==> src/hw/cpu_pkg.sv <==
//////////////////////////////////////////////////
// CPU package
// Word and register index types, opcode encoding,
// the instruction layout, the outside-facing
// structs and the four pipeline stage payloads
//////////////////////////////////////////////////

package cpu_pkg;

	localparam int data_width     = 16;
	localparam int reg_addr_width = 4;

	typedef logic [data_width-1:0]     word_t;
	typedef logic [reg_addr_width-1:0] reg_addr_t;

	// Full 4-bit opcode space
	// RED, PADDSB, B and BR still decode here but do nothing
	typedef enum logic [3:0] {
		op_add    = 4'h0,
		op_sub    = 4'h1,
		op_red    = 4'h2,
		op_xor    = 4'h3,
		op_sll    = 4'h4,
		op_sra    = 4'h5,
		op_ror    = 4'h6,
		op_paddsb = 4'h7,
		op_lw     = 4'h8,
		op_sw     = 4'h9,
		op_lhb    = 4'ha,
		op_llb    = 4'hb,
		op_b      = 4'hc,
		op_br     = 4'hd,
		op_pcs    = 4'he,
		op_hlt    = 4'hf
	} opcode_e;

	// rt doubles as the 4-bit immediate, {rs, rt} as the 8-bit one
	typedef struct packed {
		opcode_e   opcode;
		reg_addr_t rd;
		reg_addr_t rs;
		reg_addr_t rt;
	} instr_t;

	typedef struct packed {
		logic  write;
		word_t addr;
		word_t wdata;
	} dmem_req_t;

	typedef struct packed {
		logic      valid;
		reg_addr_t rd;
		word_t     value;
	} wb_trace_t;

	//////////////////////////////////////////////////
	// Stage payloads, valid always first
	//////////////////////////////////////////////////

	typedef struct packed {
		logic   valid;
		instr_t instr;
		word_t  pc_plus_two;
	} if_id_t;

	typedef struct packed {
		logic   valid;
		instr_t instr;
		word_t  pc_plus_two;
		word_t  operand_a;
		word_t  operand_b;
	} id_ex_t;

	typedef struct packed {
		logic      valid;
		opcode_e   opcode;
		reg_addr_t rd;
		logic [7:0] imm8;
		word_t     pc_plus_two;
		word_t     store_data;
		word_t     alu_result;
	} ex_mem_t;

	typedef struct packed {
		logic      valid;
		reg_addr_t rd;
		logic      write_enable;
		word_t     value;
	} mem_wb_t;

	//////////////////////////////////////////////////
	// Opcode classes
	//////////////////////////////////////////////////

	// Opcode bit 3 clear
	function automatic logic is_compute(input opcode_e op);
		return op < op_lw;
	endfunction

	function automatic logic is_load_class(input opcode_e op);
		return op == op_lw || op == op_lhb || op == op_llb;
	endfunction

	// RED and PADDSB sit in the compute range but never write
	function automatic logic writes_reg(input opcode_e op);
		return (is_compute(op) && op != op_red && op != op_paddsb) ||
			is_load_class(op) || op == op_pcs;
	endfunction

endpackage

==> src/hw/stage_reg.sv <==
//////////////////////////////////////////////////
// Pipeline stage register
// Holds any packed payload whose top field is
// valid, with hold and bubble insertion
//////////////////////////////////////////////////

`timescale 1ns/1ps

module stage_reg #(
	parameter type payload_t = logic
) (
	input  logic     clk,
	input  logic     reset,
	input  logic     hold,
	input  logic     bubble,
	input  payload_t d,
	output payload_t q
);

	// Valid is the first field, so the MSB of the packed payload
	always_ff @(posedge clk) begin
		if (reset) begin
			q[$bits(payload_t)-1] <= 1'b0;
		end else if (!hold) begin
			q <= d;
			// Bubble keeps the payload bits but kills valid
			if (bubble)
				q[$bits(payload_t)-1] <= 1'b0;
		end
	end

	valid_known_a: assert property (@(posedge clk) disable iff (reset)
		!$isunknown(q[$bits(payload_t)-1]));

endmodule

==> src/hw/register_file.sv <==
//////////////////////////////////////////////////
// Register file
// Sixteen words, register 0 hardwired to zero,
// writeback value bypassed to both read ports
//////////////////////////////////////////////////

`timescale 1ns/1ps

module register_file (
	input  logic               clk,
	input  logic               reset,
	input  cpu_pkg::reg_addr_t read_a,
	input  cpu_pkg::reg_addr_t read_b,
	output cpu_pkg::word_t     data_a,
	output cpu_pkg::word_t     data_b,
	input  cpu_pkg::mem_wb_t   write
);

	cpu_pkg::word_t regs [2**cpu_pkg::reg_addr_width];
	logic           write_active;

	// Writes to register 0 are dropped here
	assign write_active = write.valid && write.write_enable && write.rd != '0;

	always_ff @(posedge clk) begin
		if (reset) begin
			for (int i = 0; i < 2**cpu_pkg::reg_addr_width; i++)
				regs[i] <= '0;
		end else if (write_active) begin
			regs[write.rd] <= write.value;
		end
	end

	// Zero register first, then same-cycle bypass, then storage
	function automatic cpu_pkg::word_t read_port(input cpu_pkg::reg_addr_t addr);
		if (addr == '0)
			return '0;
		if (write_active && write.rd == addr)
			return write.value;
		return regs[addr];
	endfunction

	always_comb begin
		data_a = read_port(read_a);
		data_b = read_port(read_b);
	end

endmodule

==> src/hw/alu.sv <==
//////////////////////////////////////////////////
// ALU
// Add, subtract, xor, shifts and rotate by a
// 4-bit immediate, plus LW/SW address generation
//////////////////////////////////////////////////

`timescale 1ns/1ps

module alu (
	input  cpu_pkg::opcode_e opcode,
	input  cpu_pkg::word_t   operand_a,
	input  cpu_pkg::word_t   operand_b,
	input  logic [3:0]       imm4,
	output cpu_pkg::word_t   result
);

	cpu_pkg::word_t                    offset;
	logic [2*cpu_pkg::data_width-1:0] doubled;

	// Word offset, sign extended then shifted left by one
	assign offset = {{(cpu_pkg::data_width-5){imm4[3]}}, imm4, 1'b0};

	// Rotate right falls out of the low half of a doubled word
	assign doubled = {operand_a, operand_a} >> imm4;

	always_comb begin
		unique case (opcode)
			cpu_pkg::op_add:
				result = operand_a + operand_b;
			cpu_pkg::op_sub:
				result = operand_a - operand_b;
			cpu_pkg::op_xor:
				result = operand_a ^ operand_b;
			cpu_pkg::op_sll:
				result = operand_a << imm4;
			cpu_pkg::op_sra:
				result = $signed(operand_a) >>> imm4;
			cpu_pkg::op_ror:
				result = doubled[cpu_pkg::data_width-1:0];
			// Base plus offset for both memory ops
			cpu_pkg::op_lw,
			cpu_pkg::op_sw:
				result = operand_a + offset;
			default:
				result = '0;
		endcase
	end

endmodule

==> src/hw/decode_stage.sv <==
//////////////////////////////////////////////////
// Decode stage
// Register read with forwarding from execute and
// memory, and the two-cycle load-class stall
//////////////////////////////////////////////////

`timescale 1ns/1ps

module decode_stage (
	input  logic               clk,
	input  logic               reset,
	input  cpu_pkg::if_id_t    if_id,
	input  cpu_pkg::ex_mem_t   ex_fwd,
	input  cpu_pkg::mem_wb_t   mem_fwd,
	input  cpu_pkg::mem_wb_t   wb,
	output cpu_pkg::id_ex_t    id_ex,
	output logic               load_stall
);

	cpu_pkg::reg_addr_t src_a;
	cpu_pkg::reg_addr_t src_b;
	cpu_pkg::word_t     file_a;
	cpu_pkg::word_t     file_b;
	logic               ex_hit;
	logic               mem_hit;
	logic               ex_load;
	logic               mem_load;

	// rs always feeds A
	// B is rt for compute, rd for SW, LHB and LLB
	assign src_a = if_id.instr.rs;
	assign src_b = cpu_pkg::is_compute(if_id.instr.opcode) ? if_id.instr.rt : if_id.instr.rd;

	register_file register_file_i (
		.clk    (clk),
		.reset  (reset),
		.read_a (src_a),
		.read_b (src_b),
		.data_a (file_a),
		.data_b (file_b),
		.write  (wb)
	);

	//////////////////////////////////////////////////
	// Forwarding
	//////////////////////////////////////////////////

	// Execute only has a usable result for compute ops
	assign ex_hit = ex_fwd.valid && cpu_pkg::is_compute(ex_fwd.opcode) &&
		cpu_pkg::writes_reg(ex_fwd.opcode);
	assign mem_hit = mem_fwd.valid && mem_fwd.write_enable;

	function automatic cpu_pkg::word_t pick(input cpu_pkg::reg_addr_t src,
		input cpu_pkg::word_t file_value);
		if (src != '0 && ex_hit && ex_fwd.rd == src)
			return ex_fwd.alu_result;
		if (src != '0 && mem_hit && mem_fwd.rd == src)
			return mem_fwd.value;
		return file_value;
	endfunction

	always_comb begin
		id_ex.valid       = if_id.valid;
		id_ex.instr       = if_id.instr;
		id_ex.pc_plus_two = if_id.pc_plus_two;
		id_ex.operand_a   = pick(src_a, file_a);
		id_ex.operand_b   = pick(src_b, file_b);
	end

	//////////////////////////////////////////////////
	// Load-class stall
	//////////////////////////////////////////////////

	assign ex_load = ex_fwd.valid && cpu_pkg::is_load_class(ex_fwd.opcode);

	// Execute never holds, so its contents reach memory next cycle
	always_ff @(posedge clk) begin
		if (reset)
			mem_load <= 1'b0;
		else
			mem_load <= ex_load;
	end

	assign load_stall = ex_load || mem_load;

	stall_max_two_a: assert property (@(posedge clk) disable iff (reset)
		load_stall && $past(load_stall) |=> !load_stall);

endmodule

==> src/hw/mem_stage.sv <==
//////////////////////////////////////////////////
// Memory stage
// Drives the data memory request and picks the
// value written back to the register file
//////////////////////////////////////////////////

`timescale 1ns/1ps

module mem_stage (
	input  cpu_pkg::ex_mem_t  ex_mem,
	input  logic              halted,
	input  cpu_pkg::word_t    dmem_rdata,
	output cpu_pkg::dmem_req_t dmem_req,
	output cpu_pkg::mem_wb_t  mem_wb
);

	// Store only for a live SW before halt
	always_comb begin
		dmem_req.write = ex_mem.valid && ex_mem.opcode == cpu_pkg::op_sw && !halted;
		dmem_req.addr  = ex_mem.alu_result;
		dmem_req.wdata = ex_mem.store_data;
	end

	// store_data carries the old rd value for LHB and LLB
	always_comb begin
		mem_wb.valid        = ex_mem.valid;
		mem_wb.rd           = ex_mem.rd;
		mem_wb.write_enable = cpu_pkg::writes_reg(ex_mem.opcode);
		unique case (ex_mem.opcode)
			cpu_pkg::op_lw:
				mem_wb.value = dmem_rdata;
			cpu_pkg::op_lhb:
				mem_wb.value = {ex_mem.imm8, ex_mem.store_data[7:0]};
			cpu_pkg::op_llb:
				mem_wb.value = {ex_mem.store_data[15:8], ex_mem.imm8};
			cpu_pkg::op_pcs:
				mem_wb.value = ex_mem.pc_plus_two;
			default:
				mem_wb.value = ex_mem.alu_result;
		endcase
	end

endmodule

==> src/hw/cpu.sv <==
//////////////////////////////////////////////////
// CPU top level
// Five-stage in-order 16-bit pipeline with PC,
// fetch, sticky halt and the stage registers
// Memories sit outside and answer same cycle
//////////////////////////////////////////////////

`timescale 1ns/1ps

module cpu (
	input  logic                clk,
	input  logic                reset,
	output cpu_pkg::word_t      imem_addr,
	input  cpu_pkg::instr_t     instr,
	output cpu_pkg::dmem_req_t  dmem_req,
	input  cpu_pkg::word_t      dmem_rdata,
	output cpu_pkg::wb_trace_t  wb_trace,
	output logic                hlt
);

	cpu_pkg::word_t   pc;
	logic             pc_hold;
	logic             load_stall;
	logic             wb_hlt;
	logic             halt_q;

	cpu_pkg::if_id_t  if_id_d;
	cpu_pkg::if_id_t  if_id_q;
	cpu_pkg::id_ex_t  id_ex_d;
	cpu_pkg::id_ex_t  id_ex_q;
	cpu_pkg::ex_mem_t ex_mem_d;
	cpu_pkg::ex_mem_t ex_mem_q;
	cpu_pkg::mem_wb_t mem_wb_d;
	cpu_pkg::mem_wb_t mem_wb_q;
	cpu_pkg::mem_wb_t wb_commit;
	cpu_pkg::word_t   alu_result;

	//////////////////////////////////////////////////
	// Fetch
	//////////////////////////////////////////////////

	// PC stops on a fetched HLT and behind load-class ops
	assign pc_hold = load_stall || instr.opcode == cpu_pkg::op_hlt;

	always_ff @(posedge clk) begin
		if (reset)
			pc <= '0;
		else if (!pc_hold)
			pc <= pc + cpu_pkg::word_t'(2);
	end

	assign imem_addr = pc;

	always_comb begin
		if_id_d.valid       = 1'b1;
		if_id_d.instr       = instr;
		if_id_d.pc_plus_two = pc + cpu_pkg::word_t'(2);
	end

	stage_reg #(.payload_t(cpu_pkg::if_id_t)) if_id_reg_i (
		.clk    (clk),
		.reset  (reset),
		.hold   (load_stall),
		.bubble (1'b0),
		.d      (if_id_d),
		.q      (if_id_q)
	);

	// Decode and writeback share the register file
	decode_stage decode_stage_i (
		.clk        (clk),
		.reset      (reset),
		.if_id      (if_id_q),
		.ex_fwd     (ex_mem_d),
		.mem_fwd    (mem_wb_d),
		.wb         (wb_commit),
		.id_ex      (id_ex_d),
		.load_stall (load_stall)
	);

	// Stalled decode sends a bubble down
	stage_reg #(.payload_t(cpu_pkg::id_ex_t)) id_ex_reg_i (
		.clk    (clk),
		.reset  (reset),
		.hold   (1'b0),
		.bubble (load_stall),
		.d      (id_ex_d),
		.q      (id_ex_q)
	);

	//////////////////////////////////////////////////
	// Execute
	//////////////////////////////////////////////////

	alu alu_i (
		.opcode    (id_ex_q.instr.opcode),
		.operand_a (id_ex_q.operand_a),
		.operand_b (id_ex_q.operand_b),
		.imm4      (id_ex_q.instr.rt),
		.result    (alu_result)
	);

	always_comb begin
		ex_mem_d.valid       = id_ex_q.valid;
		ex_mem_d.opcode      = id_ex_q.instr.opcode;
		ex_mem_d.rd          = id_ex_q.instr.rd;
		ex_mem_d.imm8        = {id_ex_q.instr.rs, id_ex_q.instr.rt};
		ex_mem_d.pc_plus_two = id_ex_q.pc_plus_two;
		ex_mem_d.store_data  = id_ex_q.operand_b;
		ex_mem_d.alu_result  = alu_result;
	end

	stage_reg #(.payload_t(cpu_pkg::ex_mem_t)) ex_mem_reg_i (
		.clk    (clk),
		.reset  (reset),
		.hold   (1'b0),
		.bubble (1'b0),
		.d      (ex_mem_d),
		.q      (ex_mem_q)
	);

	//////////////////////////////////////////////////
	// Memory and writeback
	//////////////////////////////////////////////////

	mem_stage mem_stage_i (
		.ex_mem     (ex_mem_q),
		.halted     (hlt),
		.dmem_rdata (dmem_rdata),
		.dmem_req   (dmem_req),
		.mem_wb     (mem_wb_d)
	);

	stage_reg #(.payload_t(cpu_pkg::mem_wb_t)) mem_wb_reg_i (
		.clk    (clk),
		.reset  (reset),
		.hold   (1'b0),
		.bubble (1'b0),
		.d      (mem_wb_d),
		.q      (mem_wb_q)
	);

	// mem_wb_t drops the opcode, so track a live HLT alongside it
	// Sticky halt keeps hlt up until reset
	always_ff @(posedge clk) begin
		if (reset) begin
			wb_hlt <= 1'b0;
			halt_q <= 1'b0;
		end else begin
			wb_hlt <= ex_mem_q.valid && ex_mem_q.opcode == cpu_pkg::op_hlt;
			if (wb_hlt)
				halt_q <= 1'b1;
		end
	end

	assign hlt = halt_q || wb_hlt;

	// Nothing commits once halted
	always_comb begin
		wb_commit       = mem_wb_q;
		wb_commit.valid = mem_wb_q.valid && !hlt;
	end

	always_comb begin
		wb_trace.valid = wb_commit.valid && wb_commit.write_enable;
		wb_trace.rd    = wb_commit.rd;
		wb_trace.value = wb_commit.value;
	end

	pc_even_a: assert property (@(posedge clk) disable iff (reset) pc[0] == 1'b0);

endmodule

==> config.mk <==
export PLATFORM = sky130hd
export DESIGN_NAME = cpu
export DESIGN_NICKNAME = d
export VERILOG_FILES = /design/src/hw/cpu_pkg.sv /design/src/hw/stage_reg.sv /design/src/hw/register_file.sv /design/src/hw/alu.sv /design/src/hw/decode_stage.sv /design/src/hw/mem_stage.sv /design/src/hw/cpu.sv
export SDC_FILE = /design/constraint.sdc
export NUM_CORES = 1
export LEC_CHECK = 0
export ABC_AREA = 0
export BUFFER_PORTS_ARGS = -buffer_cell sky130_fd_sc_hd__buf_2
export CAP_MARGIN = 40
export CORE_UTILIZATION = 30
export CTS_CLUSTER_DIAMETER = 120
export CTS_CLUSTER_SIZE = 30
export DETAILED_ROUTE_END_ITERATION = 10
export PLACE_DENSITY = 0.48
export SLEW_MARGIN = 20
export SYNTH_ARGS = -nofsm -noshare
export SYNTH_HDL_FRONTEND = slang
export SYNTH_SLANG_ARGS = --single-unit
==> constraint.sdc <==
create_clock -name clk -period 12.5 [get_ports clk]
set_input_delay 2.5 -clock clk [delete_from_list [all_inputs] [get_ports clk]]
set_output_delay 2.5 -clock clk [all_outputs]
set_load 0.02 [all_outputs]
==> results of run 1 <==
[power by group]
group / internal, mW / switching (mW)
combinational: 0.319 / 0.430
clock: 0.321 / 0.505
sequential: 1.79 / 0.139
[sequential cells by signal (all words and copies together) (netlist names), named ones only]
signal and flops:
if_id_reg_i.q 32, decode_stage_i.mem_load 1, wb_hlt 1, imem_addr 15, mem_wb_reg_i.q 22, halt_q 1, decode_stage_i.register_file_i.regs 256, id_ex_reg_i.q 64
ex_mem_reg_i.q 64
[cells by family after synthesis]
family | Yosys count
muxes | 248
DFF | 460
xor gates and xnor gates | 93
adders and majority gates | 33
other | 1
AOI/OAI and AO/OA | 313
buffers and inverters | 217
and+or+nand+nor | 601
[stage by stage]
stage,cells,instance area [um2],total power [mW],setup slack (ps),utilization
6_report,3143,28400,3.498,7659,0.3314
5_1_grt,3142,28390,3.627,7511,0.3314
4_1_cts,3135,28290,3.515,7633,0.3302
3_5_place_dp,3103,27690,2.700,7022,0.3231
3_3_place_gp,3089,27540,2.688,7059,0.3215
2_1_floorplan,1982,26130,2.432,2445,-
[worst max-delay path, delay by kind of cell]
kind	cells	cell delay (ps)
buf+inv	3	770
simple gates	4	1770
[layer usage]
metal	up-vias	wire length, um	global-route usage
met2	528	41660	0.3196
met3	85	3909	0.01909
met1	8781	36570	0.2541
met4	0	1999	0.04108
met5	-	0	0
li1	7526	-	-
[worst max path at each step]
| stage | from | to | slack, ps |
|---|---|---|---|
| 5_1_grt | reset | decode_stage_i.register_file_i.regs[4][1]$_SDFFCE_PN0P_ | 7510 |
| 3_5_place_dp | reset | decode_stage_i.register_file_i.regs[4][11]$_SDFFCE_PN0P_ | 7020 |
| 4_1_cts | reset | decode_stage_i.register_file_i.regs[4][4]$_SDFFCE_PN0P_ | 7630 |
| 6_report | reset | decode_stage_i.register_file_i.regs[4][4]$_SDFFCE_PN0P_ | 7660 |
| 3_3_place_gp | reset | decode_stage_i.register_file_i.regs[12][10]$_SDFFCE_PN0P_ | 7060 |
| 2_1_floorplan | reset | decode_stage_i.register_file_i.regs[10][0]$_SDFFCE_PN0P_ | 2450 |
[placed cells by master, fill, tap and decap left out, types with 12 or more instances in the layout]
master / n
xnor2_1: 59
ha_1: 31
nand2b_1: 16
nand3_1: 28
dfxtp_1: 23
mux4_2: 168
a21oi_1: 81
and2_1: 247
buf_2: 103
buf_4: 67
mux2_2: 15
a222oi_1: 20
mux2i_1: 51
edfxtp_1: 434
nor2b_1: 23
a211oi_1: 38
nand2_1: 118
nor2_1: 81
a21o_1: 12
clkbuf_16: 21
o21ai_0: 49
nor3_1: 24
inv_1: 19
conb_1: 17
xor2_1: 34
[layout make-up]
cell class,count,share of cell area
Inverter,21,0.002952
Timing Repair Buffer,180,0.04124
Sequential cell,460,0.4775
Antenna cell,1,0.00008812
Multi-Input combinational cell,1305,0.4065
Clock buffer,26,0.01917
Tap cell,1144,0.05041
Clock inverter,6,0.002115
==> key figures, run 1 <==
Yosys
  • Syn avg cell area: around 13 um2
  • Post-synth EDFFs: approximately 430
  • Asr flop ratio synth: 0
  • Synth Register Bits: 460
  • Post-synthesis compound-gate area fraction: 0.08149
  • Synth top area cells: edfxtp_1 (50%), mux4_2 (15%), and2_1 (5.9%), dfxtp_1 (2.0%), xnor2_1 (2.0%)
  • Synth cell count leaders: edfxtp_1 (434), and2_1 (247), mux4_2 (168), nand2_1 (118), clkbuf_1 (91)
  • XOR/XNOR Fraction of Synth Area: 0.03124
  • Syn. warnings: 0
  • Cell Area, Synth: ~0.026 mm2
  • Top_reg_cell synth: edfxtp_1
  • Post-synth cell types: 83
  • Largest family of logic cells by synthesized area: multiplexers
  • Post-synthesis sequential area ratio: 0.5199
  • Simple-gate share of the synthesized area: 0.1248
  • Mux cell area share after synthesis: 0.1832
  • Synth Area in Adders: 0.01641
  • Area leader, netlist: edfxtp_1
  • Mapped Cells: just under 2,000
  • Synth top area share: 0.4999
  • Most frequent cell after synthesis: edfxtp_1

Timing
  • Hold slack: approximately 420 ps
  • Max frequency: 206.6 MHz
  • Max-slew violations: 0
  • Setup Skew: between 30 and 40 ps
  • Unrepaired setup endpoints after global routing: false
  • Tcrit/Tclk final: 0.3872
  • Endpoints failing hold: 0
  • Finish-stage setup viols: 0
  • Worst-margin pin slew: about 950 ps
  • Fin crit period: ~4800 ps
  • Max_slew headroom: 0.3500
  • Setup_tns: 0 ps

Cells and area
  • Register area: between 0.01 and 0.015 mm2
  • Synthesis-to-layout area growth: 8.927%
  • Share of cells above drive strength 1: 0.2142
  • Number of fill cells: between 8,000 and 9,000
  • Area of the multi-input gates: about 0.012 mm2
  • Final nets: 2,055

Worst setup path
  • Worst r2r path cells: 8
  • Maximum fanout along the worst path: 39
  • Flop2flop setup slack: roughly 8200 ps
  • CP max-delay cell: nor3_2
  • CP arrival: about 5100 ps
  • FF-to-FF End: id_ex_reg_i.q[13]$_DFFE_PN_
  • Crit Reg-Reg Startpoint: if_id_reg_i.q[31]$_DFFE_PP_
  • CP Launch Type: input pin
  • CP Capture Type: register
  • CP max stage delay: ~740 ps
  • Worst Path Required: around 13,000 ps
  • Crit path kind: input pin to register
  • CP Cell Sequence: buf_2 -> buf_4 -> inv_6 -> and2_1 -> nand3b_1 -> nor3_2 -> or2_2

Clock tree
  • TritonCTS buffer count: 20
  • Clk buf depth: 3
  • CTS sink count: 460
  • H-tree Lvls: 1
  • PostCTS Resize Cnt: 0
  • CTS Hold Bufs: 0
  • Worst-path clk slew: roughly 120 ps
  • Setup Buffers After CTS: 0
  • CTS root buf: clkbuf_16
  • CTS tree: yes
  • Clk_lat worst skew: between 500 and 600 ps

Drt
  • Post-detailed-route via-to-cell ratio: 5.383
  • DR iter-0 viols: approximately 1,700
  • DRC viols: 0
  • Routed Wire Length: 84.14 mm
  • Post-route antenna net violation count: 0
  • Wire length per cell: 26.77 um
  • Vias: between 15,000 and 20,000
  • DR pass1 iterations: 8

Placement
  • IO buf count: 103
  • GP Congestion: about 0.95
  • Post-DP HPWL: 60.84 mm

Global routing
  • Global-route usage over all layers: 0.1866
  • First-pass GRT wire length: between 100 and 150 mm
  • Vias in the first global route: approximately 17,000
  • Initial antenna violation count: 3
  • Largest net degree at the start of global routing: 66
  • Total congestion overflow: 0

Die
  • DIE HEIGHT: slightly below 300 um
  • Core area: between 0.08 and 0.09 mm2
  • Die width: around 300 um
  • Initial Util: 0.3043
  • Die ar.: just under 0.09 mm2
  • IO Count: about 110
  • # rows: between 100 and 150

Worst hold path
  • Hold Path End: ex_mem_reg_i.q[34]$_DFFE_PN_
  • Hold wc startpoint: id_ex_reg_i.q[34]$_DFFE_PN_
  • Tightest Hold Check Type: register to register
  • Hold path depth: 0

Status
  • Status: complete, no violations

Power
  • Pwr dens: between 100 and 150 mW/mm2
  • Leakage power: between 10 and 15 nW
  • Worst-case vdd ir drop: about 0.078 mV

Flow run
  • Max Cap Violations: 0
Note: power is estimated with default switching activity, not from simulation.
==> inputs of run 2 (changes only) <==
--- a/config.mk
+++ b/config.mk
@@ -5,14 +5,14 @@
 export SDC_FILE = /design/constraint.sdc
 export NUM_CORES = 1
 export LEC_CHECK = 0
-export ABC_AREA = 0
+export ABC_AREA = 1
 export BUFFER_PORTS_ARGS = -buffer_cell sky130_fd_sc_hd__buf_2
 export CAP_MARGIN = 40
 export CORE_UTILIZATION = 30
 export CTS_CLUSTER_DIAMETER = 120
 export CTS_CLUSTER_SIZE = 30
 export DETAILED_ROUTE_END_ITERATION = 10
-export PLACE_DENSITY = 0.48
+export PLACE_DENSITY = 0.49
 export SLEW_MARGIN = 20
 export SYNTH_ARGS = -nofsm -noshare
 export SYNTH_HDL_FRONTEND = slang
==> constraint.sdc (replaced) <==
create_clock -name clk -period 4.1 [get_ports clk]
set_input_delay 0.82 -clock clk [delete_from_list [all_inputs] [get_ports clk]]
set_output_delay 0.82 -clock clk [all_outputs]
set_load 0.02 [all_outputs]
==> run 2 against run 1 <==
Cell count up 49%; via count increased by 41%; largest cell class unchanged; worst setup slack got worse by 7100 ps; wire length grew 19%; sequential power grew to 3.0 times the previous value.
==> key figures, run 2 <==
Worst setup path
  • Worst Path Required: roughly 4500 ps
  • CP Launch Type: register
  • CP max stage delay: 620 ps
  • WP buf/inv: 2
  • Largest delay share family, worst path: simple AND/OR/NAND/NOR gates
  • CP Capture Type: register
  • Crit path top cell by count: nand2_1
  • Crit path kind: register to register
  • Worst r2r path cells: 12
  • Maximum fanout along the worst path: between 50 and 60
  • CP max-delay cell: buf_4
  • Crit Reg-Reg Startpoint: if_id_reg_i.q[31]$_DFFE_PP_
  • Flop2flop setup slack: between 500 and 600 ps
  • CP arrival: 3890 ps
  • CP Cell Sequence: inv_4 -> nand2_1 -> nand2_4 -> buf_4 -> nand2_1 -> o211ai_1 -> nand2_1 -> nor2_1 -> nor2_1 -> nand2_1 -> nand2_1 -> a21oi_1
  • FF-to-FF End: id_ex_reg_i.q[5]$_DFFE_PN_

Global routing
  • Total congestion overflow: 0
  • Largest net degree at the start of global routing: between 100 and 150
  • Global-route usage over all layers: 0.2117
  • First-pass GRT wire length: around 150 mm
  • Vias in the first global route: approximately 22,000
  • Initial antenna violation count: 1

Yosys
  • Area leader, netlist: edfxtp_1
  • Syn avg cell area: just under 8 um2
  • Asr flop ratio synth: 0
  • Synth Register Bits: 460
  • Synth top area share: 0.4763
  • Post-synthesis sequential area ratio: 0.4953
  • Synth top area cells: edfxtp_1 (48%), nand2_1 (15%), nand3_1 (9.9%), nor2_1 (5.9%), inv_1 (4.0%)
  • Synth cell count leaders: nand2_1 (1,097), nand3_1 (544), edfxtp_1 (434), nor2_1 (432), inv_1 (290)
  • Mapped Cells: 3,511
  • Syn. warnings: 0
  • Most frequent cell after synthesis: nand2_1
  • Cell Area, Synth: 0.02736 mm2
  • Top_reg_cell synth: edfxtp_1
  • Post-synth EDFFs: 434
  • Post-synth cell types: 45

Die
  • Die ar.: a little over 0.09 mm2
  • Core area: 0.09015 mm2
  • DIE HEIGHT: a little over 300 um
  • IO Count: 105
  • # rows: 110
  • Die width: between 300 and 400 um
  • Initial Util: 0.3035

Worst hold path
  • Hold path depth: 1
  • Tightest Hold Check Type: input pin to register
  • Hold Path End: if_id_reg_i.q[25]$_DFFE_PP_
  • Hold wc startpoint: instr[9]

Drt
  • Post-detailed-route via-to-cell ratio: a little over 5
  • DR pass1 iterations: 6
  • Wire length per cell: around 21 um
  • Vias: around 24,000
  • Post-route antenna net violation count: 0
  • Routed Wire Length: approximately 100 mm
  • DR iter-0 viols: roughly 2,400
  • DRC viols: 0

Cells and area
  • Fin area: roughly 0.03 mm2
  • Largest Register: decode_stage_i.register_file_i.regs
  • Synthesis-to-layout area growth: 7.842%
  • Largest regs: decode_stage_i.register_file_i.regs (256), ex_mem_reg_i.q (64), id_ex_reg_i.q (64)
  • Most frequent cells in the layout: nand2_1 (1,095), nand3_1 (544), edfxtp_1 (434)
  • Number of fill cells: between 9,000 and 10,000
  • Area of the multi-input gates: about 0.012 mm2
  • Final nets: about 3,600
  • Share of cells above drive strength 1: 0.06884
  • Max reg flops: between 200 and 300
  • Register area: 0.01356 mm2
  • Commonest non-fill, non-tap cell in the layout: nand2_1

Power
  • Combinational Power Share: 0.246
  • Int Pwr: 7.266 mW
  • Clk pwr share: 0.233
  • Pwr dens: 376.5 mW/mm2
  • Worst-case vdd ir drop: 0.3314 mV
  • Leakage power: 12.68 nW
  • Sw Pwr: 3.844 mW
  • Sequential share of power: 0.521
  • Switching Fraction: 0.3460

Timing
  • Setup_tns: 0 ps
  • Max-slew violations: 0
  • Worst Slack Setup Final: ~570 ps
  • Fin crit period: roughly 3500 ps
  • Max frequency: roughly 280 MHz
  • Unrepaired setup endpoints after global routing: false
  • Worst-margin pin slew: between 800 and 900 ps
  • Setup Skew: ~21 ps
  • Endpoints failing hold: 0
  • Max_slew headroom: 0.4128
  • Tcrit/Tclk final: 0.8611
  • Hold slack: 413.2 ps
  • Finish-stage setup viols: 0

Clock tree
  • PostCTS Resize Cnt: 0
  • CTS Hold Bufs: 0
  • Clk buf depth: 3
  • H-tree Lvls: 1
  • TritonCTS buffer count: 19
  • Setup Buffers After CTS: 0
  • Worst-path clk slew: about 130 ps
  • CTS tree: yes
  • CTS root buf: clkbuf_16
  • CTS sink count: 460
  • Clk_lat worst skew: slightly below 600 ps

Status
  • Status: complete, no violations

Placement
  • Post-DP HPWL: approximately 72 mm
  • IO buf count: around 100
  • Area after DPL: roughly 0.029 mm2
  • GP Congestion: ~0.96
  • Pre-CTS worst setup slack: ~700 ps

Flow run
  • Max Cap Violations: 0
[run 2: worst max-delay path by stage]
stage | cells past startpoint | endpoint | from | slack [ps]
after floorplan | 3 | decode_stage_i.register_file_i.regs[12][0]$_SDFFCE_PN0P_ | reset | 930
after global placement | 12 | id_ex_reg_i.q[5]$_DFFE_PN_ | if_id_reg_i.q[31]$_DFFE_PP_ | 720
after detailed placement | 12 | id_ex_reg_i.q[5]$_DFFE_PN_ | if_id_reg_i.q[31]$_DFFE_PP_ | 690
after CTS | 12 | id_ex_reg_i.q[5]$_DFFE_PN_ | if_id_reg_i.q[31]$_DFFE_PP_ | 650
after global routing | 12 | id_ex_reg_i.q[5]$_DFFE_PN_ | if_id_reg_i.q[31]$_DFFE_PP_ | 470
final | 12 | id_ex_reg_i.q[5]$_DFFE_PN_ | if_id_reg_i.q[31]$_DFFE_PP_ | 570
[run 2: metrics by stage]
step | cells | util | power, mW
after global placement | 4639 | 0.3198 | 8.613
final | 4679 | 0.3273 | 11.11
after global routing | 4677 | 0.3273 | 11.59
after CTS | 4676 | 0.3272 | 11.15
after floorplan | 3527 | - | 7.585
after detailed placement | 4643 | 0.3205 | 8.606
[run 2: cells by family after synthesis]
logic type,Yosys count,share of synthesized area
DFF,460,0.4953
adders and majority gates,33,0.01564
and+or+nand+nor,2186,0.3366
AOI/OAI and AO/OA,241,0.04915
other,1,0.0001370
buffers and inverters,537,0.08619
xor gates and xnor gates,53,0.01696
[run 2: power groups by stage]
stage          Combinational [mW]  Clock [mW]  Sequential [mW]
3_5_place_dp                 2.71           0             5.89
3_3_place_gp                 2.72           0             5.89
5_1_grt                      3.00        2.78             5.82
4_1_cts                      2.72        2.64             5.79
6_report                     2.73        2.58             5.79
2_1_floorplan                1.86           0             5.72
[run 2: routing by layer]
layer / GRT usage / vias up / share of wire
met3: 0.01664 / 117 / 0.049
met2: 0.3424 / 729 / 0.46
met1: 0.3028 / 11510 / 0.47
met4: 0.05832 / 0 / 0.027
li1: - / 11470 / -
met5: 0 / - / 0
[run 2: layout make-up]
| class | instances | area share |
|---|---|---|
| diodes | 2 | 0.0001696 |
| inverters | 299 | 0.03837 |
| well taps | 1176 | 0.04986 |
| clock inverters | 3 | 0.001442 |
| flip-flops and latches | 460 | 0.4594 |
| repair buffers | 179 | 0.04083 |
| multi-input cells | 2530 | 0.3910 |
| clock buffers | 30 | 0.01895 |
[run 2: worst register-to-register path, cell delays in order (launching register included)]
cell,delay (ps)
edfxtp_1,590
inv_4,160
nand2_1,370
nand2_4,430
buf_4,640
nand2_1,180
o211ai_1,150
nand2_1,110
nor2_1,100
nor2_1,60
nand2_1,80
nand2_1,110
a21oi_1,340
